$ cat config.mk
export PLATFORM = sky130hd
export DESIGN_NAME = dbg_bridge
export DESIGN_NICKNAME = d
export VERILOG_FILES = /design/src/verilog/link_pkg.sv /design/src/verilog/bus_pkg.sv /design/src/verilog/uart_rx.sv /design/src/verilog/uart_tx.sv /design/src/verilog/cmd_parser.sv /design/src/verilog/bus_master.sv /design/src/verilog/resp_serializer.sv /design/src/verilog/dbg_bridge.sv
export SDC_FILE = /design/constraint.sdc
export NUM_CORES = 1
export LEC_CHECK = 0
export ABC_AREA = 1
export BUFFER_PORTS_ARGS = -buffer_cell sky130_fd_sc_hd__buf_2
export CORE_MARGIN = 1
export CORE_UTILIZATION = 60
export CTS_CLUSTER_SIZE = 20
export DETAILED_ROUTE_END_ITERATION = 12
export PLACE_DENSITY = 0.78
export SLEW_MARGIN = 0
export SYNTH_ARGS = -nofsm -noshare
export SYNTH_HDL_FRONTEND = slang
export SYNTH_HIERARCHICAL = 1
export SYNTH_SLANG_ARGS = --single-unit
$ cat constraint.sdc
create_clock -name clk_i -period 7.6 [get_ports clk_i]
set_clock_uncertainty 0.2 [all_clocks]
set_input_delay 2.28 -clock clk_i [delete_from_list [all_inputs] [get_ports clk_i]]
set_output_delay 2.28 -clock clk_i [all_outputs]
set_load 0.01 [all_outputs]
$ cat src/verilog/link_pkg.sv
////////////////////////////////////////////////////////////
// link_pkg
// UART byte type, frame length type and command codes
////////////////////////////////////////////////////////////
package link_pkg;

    typedef logic [7:0] byte_t;    // one UART data byte
    typedef logic [7:0] len_t;     // payload byte count of a frame

    // first byte of every frame
    localparam byte_t CMD_WRITE = 8'h10;
    localparam byte_t CMD_READ  = 8'h11;

endpackage

$ cat src/verilog/bus_pkg.sv
////////////////////////////////////////////////////////////
// bus_pkg
// memory bus word, address and request definitions
////////////////////////////////////////////////////////////
package bus_pkg;

    typedef logic [31:0] addr_t;
    typedef logic [31:0] data_t;

    localparam int BYTES_PER_WORD = 4;    // byte lanes per data word

    // one single-beat access handed to the bus master
    typedef struct packed {
        logic  write;    // 1 for write, 0 for read
        addr_t addr;     // low two bits are ignored
        data_t data;     // don't care on reads
    } bus_req_t;

endpackage

$ cat src/verilog/uart_rx.sv
////////////////////////////////////////////////////////////
// uart_rx
// 8N1 receiver, samples each bit at mid-period
////////////////////////////////////////////////////////////
`timescale 1ns/1ns

module uart_rx
    import link_pkg::*;
#(
    parameter int CLK_FREQ  = 100_000_000,
    parameter int BAUD_RATE = 115_200
) (
    input  logic  clk_i,
    input  logic  rst_i,
    input  logic  rxd_i,
    output logic  rx_valid_o,
    output byte_t rx_byte_o
);

    localparam int CLKS_PER_BIT = CLK_FREQ / BAUD_RATE;
    localparam int CNT_W        = $clog2(CLKS_PER_BIT + 1);

    typedef enum logic [1:0] {RX_IDLE, RX_START, RX_DATA, RX_STOP} rx_state_t;

    rx_state_t        state_q;
    logic [1:0]       sync_q;    // metastability flops
    logic [CNT_W-1:0] cnt_q;
    logic [2:0]       bit_q;
    byte_t            shift_q;
    logic             valid_q;
    logic             rxd;
    logic             bit_end;

    assign rxd     = sync_q[1];
    assign bit_end = (cnt_q == CNT_W'(CLKS_PER_BIT - 1));

    always_ff @(posedge clk_i or posedge rst_i) begin
        if (rst_i) begin
            sync_q  <= 2'b11;    // line idles high
            state_q <= RX_IDLE;
            cnt_q   <= '0;
            bit_q   <= '0;
            valid_q <= 1'b0;
        end else begin
            sync_q  <= {sync_q[0], rxd_i};
            valid_q <= 1'b0;
            cnt_q   <= cnt_q + 1'b1;
            case (state_q)
                RX_IDLE: begin
                    cnt_q <= '0;
                    if (!rxd)
                        state_q <= RX_START;
                end
                RX_START: begin
                    // middle of start bit, reject glitches
                    if (cnt_q == CNT_W'(CLKS_PER_BIT / 2 - 1)) begin
                        cnt_q   <= '0;
                        bit_q   <= '0;
                        state_q <= rxd ? RX_IDLE : RX_DATA;
                    end
                end
                RX_DATA: begin
                    if (bit_end) begin
                        cnt_q <= '0;
                        bit_q <= bit_q + 1'b1;
                        if (bit_q == 3'd7)
                            state_q <= RX_STOP;
                    end
                end
                default: begin    // RX_STOP
                    if (bit_end) begin
                        valid_q <= rxd;    // framing error drops the byte
                        state_q <= RX_IDLE;
                    end
                end
            endcase
        end
    end

    // lsb arrives first
    always_ff @(posedge clk_i) begin
        if (state_q == RX_DATA && bit_end)
            shift_q <= {rxd, shift_q[7:1]};
    end

    assign rx_valid_o = valid_q;
    assign rx_byte_o  = shift_q;

endmodule

$ cat src/verilog/uart_tx.sv
////////////////////////////////////////////////////////////
// uart_tx
// 8N1 transmitter built around a 10 bit shift register
////////////////////////////////////////////////////////////
`timescale 1ns/1ns

module uart_tx
    import link_pkg::*;
#(
    parameter int CLK_FREQ  = 100_000_000,
    parameter int BAUD_RATE = 115_200
) (
    input  logic  clk_i,
    input  logic  rst_i,
    input  logic  tx_valid_i,
    input  byte_t tx_byte_i,
    output logic  tx_ready_o,
    output logic  txd_o
);

    localparam int CLKS_PER_BIT = CLK_FREQ / BAUD_RATE;
    localparam int CNT_W        = $clog2(CLKS_PER_BIT + 1);

    logic [9:0]       shift_q;     // stop, data, start
    logic [3:0]       bits_left_q;
    logic [CNT_W-1:0] cnt_q;
    logic             ready_q;

    always_ff @(posedge clk_i or posedge rst_i) begin
        if (rst_i) begin
            shift_q     <= '1;
            bits_left_q <= '0;
            cnt_q       <= '0;
            ready_q     <= 1'b0;
        end else if (ready_q) begin
            if (tx_valid_i) begin
                shift_q     <= {1'b1, tx_byte_i, 1'b0};
                bits_left_q <= 4'd10;
                cnt_q       <= '0;
                ready_q     <= 1'b0;
            end
        end else if (bits_left_q == '0) begin
            ready_q <= 1'b1;    // line back to idle
        end else if (cnt_q == CNT_W'(CLKS_PER_BIT - 1)) begin
            cnt_q       <= '0;
            shift_q     <= {1'b1, shift_q[9:1]};    // fill with idle level
            bits_left_q <= bits_left_q - 1'b1;
        end else begin
            cnt_q <= cnt_q + 1'b1;
        end
    end

    assign tx_ready_o = ready_q;
    assign txd_o      = shift_q[0];

endmodule

$ cat src/verilog/cmd_parser.sv
////////////////////////////////////////////////////////////
// cmd_parser
// decodes debug frames and issues word-sized bus requests
////////////////////////////////////////////////////////////
`timescale 1ns/1ns

module cmd_parser
    import link_pkg::*;
    import bus_pkg::*;
(
    input  logic     clk_i,
    input  logic     rst_i,
    input  logic     rx_valid_i,
    input  byte_t    rx_byte_i,
    output logic     req_valid_o,
    input  logic     req_ready_i,
    output bus_req_t req_o,
    output logic     read_start_o,
    output len_t     read_len_o,
    input  logic     word_taken_i,
    input  logic     read_done_i
);

    localparam int    LANE_W    = $clog2(BYTES_PER_WORD);
    localparam len_t  WORD_LEN  = len_t'(BYTES_PER_WORD);
    localparam addr_t ADDR_STEP = addr_t'(BYTES_PER_WORD);

    typedef enum logic [2:0] {P_IDLE, P_LEN, P_ADDR, P_WRITE, P_READ} pstate_t;

    pstate_t           state_q;
    logic              is_write_q;
    len_t              len_q;       // bytes still to collect or fetch
    logic [1:0]        addr_idx_q;
    logic [LANE_W-1:0] lane_q;
    addr_t             addr_q;
    data_t             word_q;
    data_t             word_next;
    bus_req_t          req_q;
    logic              req_valid_q;
    logic              read_start_q;
    len_t              read_len_q;
    addr_t             req_addr;
    logic              hdr_last, wr_issue, rd_first, rd_next, issue;

    assign hdr_last = (state_q == P_ADDR) && rx_valid_i && (addr_idx_q == 2'd3);
    assign wr_issue = (state_q == P_WRITE) && rx_valid_i &&
                      ((lane_q == LANE_W'(BYTES_PER_WORD - 1)) || (len_q == len_t'(1)));
    assign rd_first = hdr_last && !is_write_q && (len_q != '0);
    assign rd_next  = (state_q == P_READ) && word_taken_i && (len_q != '0);
    assign issue    = wr_issue || rd_first || rd_next;

    // header address is still being shifted in on the first read
    assign req_addr = (state_q == P_ADDR) ? {addr_q[23:0], rx_byte_i} : addr_q;

    always_comb begin
        word_next = word_q;
        word_next[lane_q*8 +: 8] = rx_byte_i;    // little-endian lanes
    end

    always_ff @(posedge clk_i or posedge rst_i) begin
        if (rst_i) begin
            state_q      <= P_IDLE;
            is_write_q   <= 1'b0;
            len_q        <= '0;
            addr_idx_q   <= '0;
            lane_q       <= '0;
            req_valid_q  <= 1'b0;
            read_start_q <= 1'b0;
        end else begin
            case (state_q)
                P_IDLE: begin
                    // anything but a command byte is dropped
                    if (rx_valid_i && (rx_byte_i == CMD_WRITE || rx_byte_i == CMD_READ)) begin
                        is_write_q <= (rx_byte_i == CMD_WRITE);
                        state_q    <= P_LEN;
                    end
                end
                P_LEN: begin
                    if (rx_valid_i) begin
                        len_q      <= rx_byte_i;
                        addr_idx_q <= '0;
                        state_q    <= P_ADDR;
                    end
                end
                P_ADDR: begin
                    if (rx_valid_i)
                        addr_idx_q <= addr_idx_q + 1'b1;
                    if (hdr_last) begin
                        lane_q <= '0;
                        if (len_q == '0)
                            state_q <= P_IDLE;    // empty frame
                        else
                            state_q <= is_write_q ? P_WRITE : P_READ;
                    end
                end
                P_WRITE: begin
                    if (rx_valid_i) begin
                        len_q  <= len_q - 1'b1;
                        lane_q <= wr_issue ? '0 : lane_q + 1'b1;
                        if (len_q == len_t'(1))
                            state_q <= P_IDLE;
                    end
                end
                P_READ: begin
                    if (read_done_i)
                        state_q <= P_IDLE;
                end
                default: state_q <= P_IDLE;
            endcase

            if (rd_first || rd_next)
                len_q <= (len_q > WORD_LEN) ? len_q - WORD_LEN : '0;
            read_start_q <= rd_first;

            if (req_valid_q && req_ready_i)
                req_valid_q <= 1'b0;
            if (issue)
                req_valid_q <= 1'b1;
        end
    end

    always_ff @(posedge clk_i) begin
        if (state_q == P_ADDR && rx_valid_i)
            addr_q <= {addr_q[23:0], rx_byte_i};    // msb first
        if (state_q == P_ADDR)
            word_q <= '0;
        else if (state_q == P_WRITE && rx_valid_i)
            word_q <= wr_issue ? '0 : word_next;
        if (rd_first)
            read_len_q <= len_q;
        if (issue) begin
            req_q.write <= is_write_q;
            req_q.addr  <= req_addr;
            req_q.data  <= is_write_q ? word_next : '0;
            addr_q      <= req_addr + ADDR_STEP;
        end
    end

    assign req_valid_o  = req_valid_q;
    assign req_o        = req_q;
    assign read_start_o = read_start_q;
    assign read_len_o   = read_len_q;

endmodule

$ cat src/verilog/bus_master.sv
////////////////////////////////////////////////////////////
// bus_master
// runs one single-beat AXI read or write per request
////////////////////////////////////////////////////////////
`timescale 1ns/1ns

module bus_master
    import bus_pkg::*;
(
    input  logic     clk_i,
    input  logic     rst_i,
    input  logic     req_valid_i,
    output logic     req_ready_o,
    input  bus_req_t req_i,
    output logic     rd_valid_o,
    input  logic     rd_ready_i,
    output data_t    rd_data_o,
    output logic     awvalid_o,
    input  logic     awready_i,
    output addr_t    awaddr_o,
    output logic     wvalid_o,
    input  logic     wready_i,
    output data_t    wdata_o,
    input  logic     bvalid_i,
    output logic     bready_o,
    output logic     arvalid_o,
    input  logic     arready_i,
    output addr_t    araddr_o,
    input  logic     rvalid_i,
    output logic     rready_o,
    input  data_t    rdata_i
);

    typedef enum logic [1:0] {M_IDLE, M_WRITE, M_READ, M_HOLD} mstate_t;

    mstate_t  state_q;
    bus_req_t req_q;
    data_t    rd_data_q;
    logic     ready_q, rd_valid_q;
    logic     awvalid_q, wvalid_q, bready_q, arvalid_q, rready_q;
    logic     accept;
    addr_t    word_addr;

    assign accept    = req_valid_i && ready_q;
    assign word_addr = {req_q.addr[$bits(addr_t)-1:2], 2'b00};    // word aligned

    always_ff @(posedge clk_i or posedge rst_i) begin
        if (rst_i) begin
            state_q    <= M_IDLE;
            ready_q    <= 1'b0;
            rd_valid_q <= 1'b0;
            awvalid_q  <= 1'b0;
            wvalid_q   <= 1'b0;
            bready_q   <= 1'b0;
            arvalid_q  <= 1'b0;
            rready_q   <= 1'b0;
        end else begin
            case (state_q)
                M_IDLE: begin
                    ready_q <= !accept;
                    if (accept && req_i.write) begin
                        awvalid_q <= 1'b1;    // address and data start together
                        wvalid_q  <= 1'b1;
                        bready_q  <= 1'b1;
                        state_q   <= M_WRITE;
                    end else if (accept) begin
                        arvalid_q <= 1'b1;
                        rready_q  <= 1'b1;
                        state_q   <= M_READ;
                    end
                end
                M_WRITE: begin
                    if (awready_i)
                        awvalid_q <= 1'b0;
                    if (wready_i)
                        wvalid_q <= 1'b0;
                    if (bvalid_i && bready_q) begin
                        bready_q <= 1'b0;
                        ready_q  <= 1'b1;
                        state_q  <= M_IDLE;
                    end
                end
                M_READ: begin
                    if (arready_i)
                        arvalid_q <= 1'b0;
                    if (rvalid_i && rready_q) begin
                        rready_q   <= 1'b0;
                        rd_valid_q <= 1'b1;
                        state_q    <= M_HOLD;
                    end
                end
                default: begin    // M_HOLD, wait for the serializer
                    if (rd_ready_i) begin
                        rd_valid_q <= 1'b0;
                        ready_q    <= 1'b1;
                        state_q    <= M_IDLE;
                    end
                end
            endcase
        end
    end

    always_ff @(posedge clk_i) begin
        if (accept)
            req_q <= req_i;
        if (rvalid_i && rready_q)
            rd_data_q <= rdata_i;
    end

    assign req_ready_o = ready_q;
    assign rd_valid_o  = rd_valid_q;
    assign rd_data_o   = rd_data_q;
    assign awvalid_o   = awvalid_q;
    assign awaddr_o    = word_addr;
    assign wvalid_o    = wvalid_q;
    assign wdata_o     = req_q.data;
    assign bready_o    = bready_q;
    assign arvalid_o   = arvalid_q;
    assign araddr_o    = word_addr;
    assign rready_o    = rready_q;

endmodule

$ cat src/verilog/resp_serializer.sv
////////////////////////////////////////////////////////////
// resp_serializer
// splits read words into bytes for the UART, low byte first
////////////////////////////////////////////////////////////
`timescale 1ns/1ns

module resp_serializer
    import link_pkg::*;
    import bus_pkg::*;
(
    input  logic  clk_i,
    input  logic  rst_i,
    input  logic  read_start_i,
    input  len_t  read_len_i,
    input  logic  rd_valid_i,
    output logic  rd_ready_o,
    input  data_t rd_data_i,
    output logic  rd_taken_o,
    output logic  tx_valid_o,
    input  logic  tx_ready_i,
    output byte_t tx_byte_o,
    output logic  read_done_o
);

    localparam int LANES_W = $clog2(BYTES_PER_WORD + 1);

    len_t               remain_q;    // bytes left in this read
    logic [LANES_W-1:0] lanes_q;     // bytes left in the held word
    data_t              word_q;
    logic               done_q;
    logic               tx_take;

    assign rd_ready_o = (lanes_q == '0) && (remain_q != '0);
    assign rd_taken_o = rd_valid_i && rd_ready_o;
    assign tx_valid_o = (lanes_q != '0);
    assign tx_take    = tx_valid_o && tx_ready_i;

    always_ff @(posedge clk_i or posedge rst_i) begin
        if (rst_i) begin
            remain_q <= '0;
            lanes_q  <= '0;
            done_q   <= 1'b0;
        end else begin
            done_q <= 1'b0;
            if (read_start_i) begin
                remain_q <= read_len_i;
            end else if (tx_take) begin
                remain_q <= remain_q - 1'b1;
                // a short last word drops its unused lanes
                lanes_q  <= (remain_q == len_t'(1)) ? '0 : lanes_q - 1'b1;
                done_q   <= (remain_q == len_t'(1));
            end else if (rd_taken_o) begin
                lanes_q <= LANES_W'(BYTES_PER_WORD);
            end
        end
    end

    always_ff @(posedge clk_i) begin
        if (rd_taken_o)
            word_q <= rd_data_i;
        else if (tx_take)
            word_q <= word_q >> $bits(byte_t);
    end

    assign tx_byte_o   = word_q[$bits(byte_t)-1:0];
    assign read_done_o = done_q;

endmodule

$ cat src/verilog/dbg_bridge.sv
////////////////////////////////////////////////////////////
// dbg_bridge
// UART command frames to single-beat AXI reads and writes
////////////////////////////////////////////////////////////
`timescale 1ns/1ns

module dbg_bridge
    import link_pkg::*;
    import bus_pkg::*;
#(
    parameter int CLK_FREQ  = 100_000_000,
    parameter int BAUD_RATE = 115_200
) (
    input  logic  clk_i,
    input  logic  rst_i,
    input  logic  uart_rxd_i,
    output logic  uart_txd_o,
    output logic  awvalid_o,
    input  logic  awready_i,
    output addr_t awaddr_o,
    output logic  wvalid_o,
    input  logic  wready_i,
    output data_t wdata_o,
    input  logic  bvalid_i,
    output logic  bready_o,
    output logic  arvalid_o,
    input  logic  arready_i,
    output addr_t araddr_o,
    input  logic  rvalid_i,
    output logic  rready_o,
    input  data_t rdata_i
);

    logic     rx_valid, req_valid, req_ready, read_start, read_done;
    logic     rd_valid, rd_ready, rd_taken, tx_valid, tx_ready;
    byte_t    rx_byte, tx_byte;
    bus_req_t req;
    len_t     read_len;
    data_t    rd_data;

    uart_rx #(.CLK_FREQ(CLK_FREQ), .BAUD_RATE(BAUD_RATE)) u_rx (
        .clk_i(clk_i), .rst_i(rst_i), .rxd_i(uart_rxd_i),
        .rx_valid_o(rx_valid), .rx_byte_o(rx_byte)
    );

    cmd_parser u_parser (
        .clk_i(clk_i), .rst_i(rst_i),
        .rx_valid_i(rx_valid), .rx_byte_i(rx_byte),
        .req_valid_o(req_valid), .req_ready_i(req_ready), .req_o(req),
        .read_start_o(read_start), .read_len_o(read_len),
        .word_taken_i(rd_taken), .read_done_i(read_done)
    );

    bus_master u_master (
        .clk_i(clk_i), .rst_i(rst_i),
        .req_valid_i(req_valid), .req_ready_o(req_ready), .req_i(req),
        .rd_valid_o(rd_valid), .rd_ready_i(rd_ready), .rd_data_o(rd_data),
        .awvalid_o(awvalid_o), .awready_i(awready_i), .awaddr_o(awaddr_o),
        .wvalid_o(wvalid_o), .wready_i(wready_i), .wdata_o(wdata_o),
        .bvalid_i(bvalid_i), .bready_o(bready_o),
        .arvalid_o(arvalid_o), .arready_i(arready_i), .araddr_o(araddr_o),
        .rvalid_i(rvalid_i), .rready_o(rready_o), .rdata_i(rdata_i)
    );

    // rd_taken paces the parser's next read request
    resp_serializer u_ser (
        .clk_i(clk_i), .rst_i(rst_i),
        .read_start_i(read_start), .read_len_i(read_len),
        .rd_valid_i(rd_valid), .rd_ready_o(rd_ready), .rd_data_i(rd_data),
        .rd_taken_o(rd_taken),
        .tx_valid_o(tx_valid), .tx_ready_i(tx_ready), .tx_byte_o(tx_byte),
        .read_done_o(read_done)
    );

    uart_tx #(.CLK_FREQ(CLK_FREQ), .BAUD_RATE(BAUD_RATE)) u_tx (
        .clk_i(clk_i), .rst_i(rst_i),
        .tx_valid_i(tx_valid), .tx_byte_i(tx_byte),
        .tx_ready_o(tx_ready), .txd_o(uart_txd_o)
    );

endmodule

* Word level (Yosys, flattened, before mapping)
Cells that the tools add are included.
Widths: inputs -> output; s select.
** Storage, ports and cells
- Register bits :: 355
- Bits of input ports :: 40
- Output and inout bits :: 102
- Word-level logic and storage cells :: 258
** Operators by class
- Add/subtract/negate cells :: 12
- $lt $le $gt $ge :: 1
- Equality and inequality tests :: 42
- Shift-type cells :: 2
- Muxes and demuxes :: 92
- Bitwise operators :: 3
- Reductions and logical operators :: 68
** Operators with widths (number)
- $mux 32 :: 6
- $mux 10 :: 10
- $mux 8 :: 6
- $mux 3 :: 13
- $neg 5->34 :: 1
- $shift 8x34->32 const A :: 1
- $shiftx 8x34->32 :: 1
- $add 32x3->32 const B :: 1
- $bwmux 32 :: 1
- $mux 2 :: 16
- $pmux 10 s3 :: 1
- $reduce_and 3->1 :: 10
- $ne 2x1->1 const B :: 11
- $reduce_bool 2->1 :: 11
- $mux 1 :: 21
- $add 10x1->10 const B :: 2
- $eq 10x10->1 const B :: 2
- $ne 2x2->1 const B :: 10
- $logic_and 1x1->1 :: 17
- $eq 8x1->1 const B :: 2
- $eq 8x5->1 const B :: 2
- $mux 4 :: 4
- $pmux 8 s2 :: 1
- $reduce_bool 8->1 :: 2
- other kinds (37) :: 68

* Logic depth before layout (Yosys ltp)
Gate-level depths: netlist (run 1).
- Word-level depth :: 8
- Gate-level depth with buffers :: 16
- Mapped depth without buffers :: 14

* Hierarchy
Netlist (run 1), hierarchy kept.
** Modules (own cells, without submodules)
- cmd_parser :: times used 1, cells an instance 928, area an instance 7971.4 um2, sequential area each 4244.1 um2
- bus_master :: times used 1, cells an instance 188, area an instance 3535.9 um2, sequential area each 3047.9 um2
- resp_serializer :: times used 1, cells an instance 243, area an instance 2203.4 um2, sequential area each 1261.2 um2
- uart_tx :: times used 1, cells an instance 173, area an instance 1463.9 um2, sequential area each 611.8 um2
- uart_rx :: times used 1, cells an instance 139, area an instance 1251.2 um2, sequential area each 693.2 um2

* Worst setup path after synthesis (run 1)
Ideal clock, no wire load.
- Path type :: input port to flip-flop
- From :: input rvalid_i
- To :: register u_master.rd_data_q[0], in the netlist u_master/rd_data_o[0] (enable)
- Setup time :: 0.387 ns
- Arrival :: 2.995 ns
- Required time :: 7.013 ns
- Slack :: 4.019 ns
- Stages on the path :: 2
- Path through :: nand2_1 > inv_1
** Between the ends
- Word-level cells in the longest chain between the ends :: 1
** RTL lines
- start: declaration :: RTL line dbg_bridge.sv:29 : input logic rvalid_i,
- $logic_and 1x1->1 :: RTL line bus_master.sv:106 : if (rvalid_i && rready_q)
- end signal: assignment :: RTL line bus_master.sv:107 : rd_data_q <= rdata_i;
- end: declaration :: RTL line bus_master.sv:38 : data_t rd_data_q;
Every way passes these cells.
A chain may end at the register's enable or synchronous reset.

* Final worst setup path (run 1)
- From :: register u_parser.state_q[2]
- To :: register u_parser.addr_q[2] (data pin)
** Between the ends
- Word-level cells in the longest chain between the ends :: 8
- Elaborated cells between the ends (all ways) :: 16
- Those cells by class :: add/sub (1); eq/ne (3); mux (2); reduce/logical (10)
** RTL lines
- start: declaration :: RTL line cmd_parser.sv:30 : pstate_t state_q;
- start signal: assignment :: RTL line cmd_parser.sv:93 : state_q <= is_write_q ? P_WRITE : P_READ;
- branches (longest 7 deep; another with $add 32x3->32)
- $mux 32 * :: RTL line cmd_parser.sv:131 : if (issue) begin
- end signal: assignment :: RTL line cmd_parser.sv:124 : addr_q <= {addr_q[23:0], rx_byte_i};
- end signal: assignment :: RTL line cmd_parser.sv:135 : addr_q <= req_addr + ADDR_STEP;
- end: declaration :: RTL line cmd_parser.sv:35 : addr_t addr_q;
Mark *: on every way between the ends.

==> impl_metrics.yaml, run 1 <==
clock_tree:
  ctsResizeCount: 0
  cts_setup_buffers: 0
  cts_tree: "built"
  clockRootBuffer: "clkbuf_16"
  cts_htree_levels: 2
  cts.sinks: 350
  cts.path.max_buffers: 3
  clk-insertion-delay-late_ns: 0.52
  numCtsBuffers: 37
  hold_buffers: 0
  clk_pin_slew_worst_paths_ns: 0.06
timing:
  worst_pin_slew_ns: 1.219
  max_freq_ghz: 0.2679
  finalSetupViolCount: 0
  finalCriticalPeriod_ns: 3.733
  rsz0062_at_grt: "no"
  hold-worst-slack_ns: 0.1571
  slew_headroom_pct: 18.67
  setup-tns-final_ns: 0
  finalHoldViolCount: 0
  worst_slack_ns: 3.867
  min_period_over_period_pct: 49.12
  drv_slew: 0
flow_run:
  max_cap_viol_count: 0
synth:
  yosys_warnings: 6
  synth_area_um2: 16370
  synth_cells: 1669
  syn_avg_cell_area_um2: 9.806
global_routing:
  grt_max_degree: 99
  grt_pass1_vias: 11060
  antenna_found_initial: 1
  grt_pass1_wl_um: 52640
  track_usage_pct: 23.14
  grt_overflow: 0
detailed_routing:
  drt_iter0_drc: 977
  wl_per_cell_um: 14.94
  route.met3.wl_um: 1973
  ant_nets: 0
  drt-total-wl_um: 31890
  via_per_inst: 5.387
  met1_length_um: 13830
  dr.pass1.iters: 6
  drc: 0
  highest_layer: "met4"
  vias: 11500
  wl_met2_um: 15360
die:
  ios: 142
  core-area_um2: 26880
  dieArea_um2: 27940
  start_util_pct: 60.89
  die_h_um: 167.2
  fp-row-count: 60
  die_w_um: 167.2
hold_path:
  min_path_type: "reg -> reg"
setup_path:
  r2r_slack_ns: 3.87
  cp-start-kind: "flop"
  cp-end-kind: "flop"
  worstPathArrival_ns: 3.74
  cp.required_ns: 7.61
  critPathKind: "reg -> reg"
  crit_path_max_fanout: 98
layout:
  drive_above_1_share_pct: 18.58
  nets: 1827
  seq_area_um2: 9798
  nFillCells: 2105
  multi_input_area_um2: 5355
  final_area_um2: 18070
  instances_no_fill: 2134
  final_util_pct: 67.25
  layout-area-overhead-vs-synth_pct: 10.44
placed_design:
  place_area_um2: 16890
  dp_cells: 2066
  post-place-ws_ns: 3.574
  dp_hpwl_um: 20990
  gp_congestion: 0.8979
  port_buffers: 137
power:
  finalPower_mw: 3.816
  irDropWorstVdd_v: 0.0001464
  p_leak_nw: 7.331
  powerDensity_nw_per_um2: 211.1
outcome:
  status: "completed"
-- worst max-delay path: stages, from the launching register on --
cell and delay, ns:
dfrtp_1 0.43, inv_2 0.19, nand2_1 0.12, nor2_2 0.60
nand2_1 0.18, nor2_1 0.13, nand3_1 0.14, nand2_2 0.18
inv_2 0.09, nand2_4 0.07, buf_4 0.84, o21ai_0 0.19
-- power breakdown --
part | switching [mW] | internal (mW) | total (mW)
clock | 0.696 | 1.05 | 1.75
combinational | 0.0217 | 0.0104 | 0.0320
sequential | 0.00439 | 2.03 | 2.03
-- layout make-up --
cell class / instances / area share (%)
antenna: 1 / 0.01384
tap: 341 / 2.361
clock inverter: 13 / 0.7822
timing repair buffer: 140 / 3.918
sequential: 350 / 54.21
inverter: 156 / 3.323
multi-input combinational: 1079 / 29.63
clock buffer: 54 / 5.766
-- registers in the layout, summed over array words and instances, names as in the netlist, 4 cells and up --
register and cells:
u_parser/req_o 63, u_master/rd_data_o 32, u_master/wdata_o 32, u_parser/addr_q 32
u_parser/word_q 32, u_ser/word_q 32, u_master/araddr_o 30, u_rx/cnt_q 10
u_tx/cnt_q 10, u_tx/shift_q 9, u_parser/len_q 8, u_parser/read_len_o 8
u_rx/rx_byte_o 8, u_ser/remain_q 8, u_tx/bits_left_q 4
-- worst paths after layout --
check / startpoint / endpoint / depth (start not counted)
worst max-delay path: u_parser/state_q[2] / u_parser/addr_q[2] / 11
worst min-delay path: u_rx/sync_q[0] / u_rx/sync_q[1] / 0
worst max register to register: u_parser/state_q[2] / u_parser/addr_q[2] / 11
worst min register to register: u_rx/sync_q[0] / u_rx/sync_q[1] / 0
max in group asynchronous: rst_i / u_tx/cnt_q[5] / 2
min in group asynchronous: rst_i / u_master/rd_valid_o / 2
-- routing by layer --
layer	track usage (%)	up-vias
met2	38.88	377
li1	-	5666
met3	3.285	58
met1	31.29	5395
met4	7.419	0
met5	0	-
-- cell usage in the layout, fill, tap and decap left out, types with 5 or more instances in the layout --
cell type / instances
dfstp_2: 11
clkinv_1: 7
o211ai_1: 9
nand3_1: 117
buf_2: 137
a21oi_1: 63
nor2_2: 23
a32oi_1: 8
edfxtp_1: 237
xor2_1: 13
ha_1: 23
clkbuf_16: 39
dfxtp_1: 32
nor3_1: 6
nor2_1: 202
o21bai_1: 7
o21ai_2: 15
nand2_2: 45
mux2i_1: 6
nand2_4: 6
inv_1: 133
nor2_4: 10
inv_2: 16
dfrtp_1: 70
clkbuf_1: 14
nand4_1: 27
o21ai_0: 48
nand2_1: 416
or2_2: 5
(Power assumes the default switching activity.)
==> run 2, diff against run 1 <==
- ABC_AREA: 1 -> 0
- clock period: 7.6 -> 3.55 ns (I/O delays scaled with it)
==> impl_metrics.yaml, run 2 <==
timing:
  drv_slew: 0
  max_freq_ghz: 0.3054
  finalCriticalPeriod_ns: 3.274
  setup-tns-final_ns: 0
  worst_pin_slew_ns: 1.081
  rsz0062_at_grt: "no"
  finalSetupViolCount: 0
  min_period_over_period_pct: 92.23
  slew_headroom_pct: 27.84
  hold-worst-slack_ns: 0.1570
  finalHoldViolCount: 0
layout:
  largest_reg_flops: 63
  layout-area-overhead-vs-synth_pct: 11.84
  final_cell_mix: "edfxtp_1, nand2_1, buf_2, nor2_1, dfrtp_1"
  final_area_um2: 18010
  nets: 1524
  layout_commonest_cell: "edfxtp_1"
  drive_above_1_share_pct: 21.09
power:
  sw_frac_of_total_pct: 19.27
  powerDensity_nw_per_um2: 448.6
  p_leak_nw: 6.693
  p_int_mw: 6.523
  irDropWorstVdd_v: 0.0004542
  p_comb_share_pct: 0.7
  power_frac_clock_pct: 45.4
  p_seq_share_pct: 53.9
  p_sw_mw: 1.556
hold_path:
  min_path_type: "reg -> reg"
setup_path:
  crit_chain: "nor3b_4 > nand2_1 > nand2_1 > ha_1 > nand3_1 > nor4_2 > o22ai_2 > o31a_1 > o31ai_1"
  crit_top_cell: "nand2_1"
  critPathMaxStageDelay_ns: 0.56
  worstPathArrival_ns: 3.41
  crit_path_max_fanout: 14
  cp.required_ns: 3.68
  critPathKind: "reg -> reg"
  cp-start-kind: "flop"
  cp_slowest_cell: "dfrtp_1"
  cp-end-kind: "flop"
global_routing:
  antenna_found_initial: 1
  track_usage_pct: 23.65
  grt_pass1_vias: 10620
  grt_pass1_wl_um: 52810
  grt_overflow: 0
  grt_max_degree: 41
detailed_routing:
  dr.pass1.iters: 9
  ant_nets: 0
  drc: 11
  wl_per_cell_um: 17.56
  drt-total-wl_um: 32040
  via_per_inst: 5.910
  drt_iter0_drc: 885
  vias: 10790
clock_tree:
  clockRootBuffer: "clkbuf_16"
  cts_tree: "built"
  cts.sinks: 350
  clk-insertion-delay-late_ns: 0.52
  numCtsBuffers: 36
  clk_pin_slew_worst_paths_ns: 0.06
  cts.path.max_buffers: 3
  ctsResizeCount: 0
  cts_htree_levels: 2
synth:
  synth_cells: 1364
  syn_avg_cell_area_um2: 11.81
  yosys_warnings: 6
  synth_area_um2: 16100
die:
  ios: 142
  die_w_um: 165.8
  start_util_pct: 61.45
  fp-row-count: 59
  core-area_um2: 26210
  die_h_um: 165.8
  dieArea_um2: 27500
placed_design:
  dp_hpwl_um: 20640
  port_buffers: 137
  gp_congestion: 0.8883
  place_area_um2: 16820
flow_run:
  max_cap_viol_count: 0
outcome:
  failed_checks: "design-rule violations"
  status: "finished with violations"
## run 2: final cells by class
cell class | instances | area, um^2
antenna | 1 | 2.502
clock buffer | 47 | 1005
clock inverter | 19 | 163.9
fill | 1819 | 8197
inverter | 42 | 157.7
multi-input combinational | 864 | 5540
sequential | 350 | 9798
tap | 335 | 419.2
timing repair buffer | 167 | 923.4
## run 2: power by group through the flow
stage	sequential, mW	combinational [mW]	clock, mW
after floorplan	4.43	0.0278	0
after global placement	4.43	0.0570	0
after detailed placement	4.44	0.0585	0
after CTS	4.35	0.0586	3.75
after global routing	4.35	0.0647	3.91
final	4.35	0.0565	3.67
## run 2: per-layer routing
layer | share of wire, % | track usage [%] | up-vias
met2 | 50 | 40.66 | 402
met3 | 6.3 | 4.028 | 75
li1 | - | - | 5117
met4 | 2.4 | 8.046 | 0
met1 | 42 | 30.51 | 5191
met5 | 0 | 0 | -
## run 2: worst max-delay path: cells and delay by family (launching register included)
family,cells,cell delay (ns)
simple gates,5,1.31
compound gates,3,0.73
fa+ha+maj,1,0.30
flops,1,0.56
## run 2: final timing paths
kind                                          start                  end  slack (ns)  cells after the start
min in group asynchronous                     rst_i  u_master/state_q[0]        0.39                      2
worst max register to register  u_parser/state_q[1]  u_parser/addr_q[28]        0.28                      9
max in group asynchronous                     rst_i        u_tx/cnt_q[5]        1.99                      2
worst min-delay path                 u_rx/sync_q[0]       u_rx/sync_q[1]        0.16                      0
worst max-delay path            u_parser/state_q[1]  u_parser/addr_q[28]        0.28                      9
worst min register to register       u_rx/sync_q[0]       u_rx/sync_q[1]        0.16                      0
## run 2: metrics by stage
step | power (mW) | std cells | setup WS, ns | utilization (%)
2_1_floorplan | 4.461 | 1367 | 0.09123 | -
3_3_place_gp | 4.491 | 1756 | 0.5252 | 64.20
3_5_place_dp | 4.494 | 1756 | 0.3617 | 64.20
4_1_cts | 8.161 | 1822 | 0.3331 | 68.66
5_1_grt | 8.329 | 1825 | 0.01012 | 68.72
6_report | 8.079 | 1825 | 0.2759 | 68.72
## run 2: timing repair
action	4_1_cts	5_1_grt
buffers inserted	0	2
hold buffers	0	0
endpoints found under the setup margin	0	1
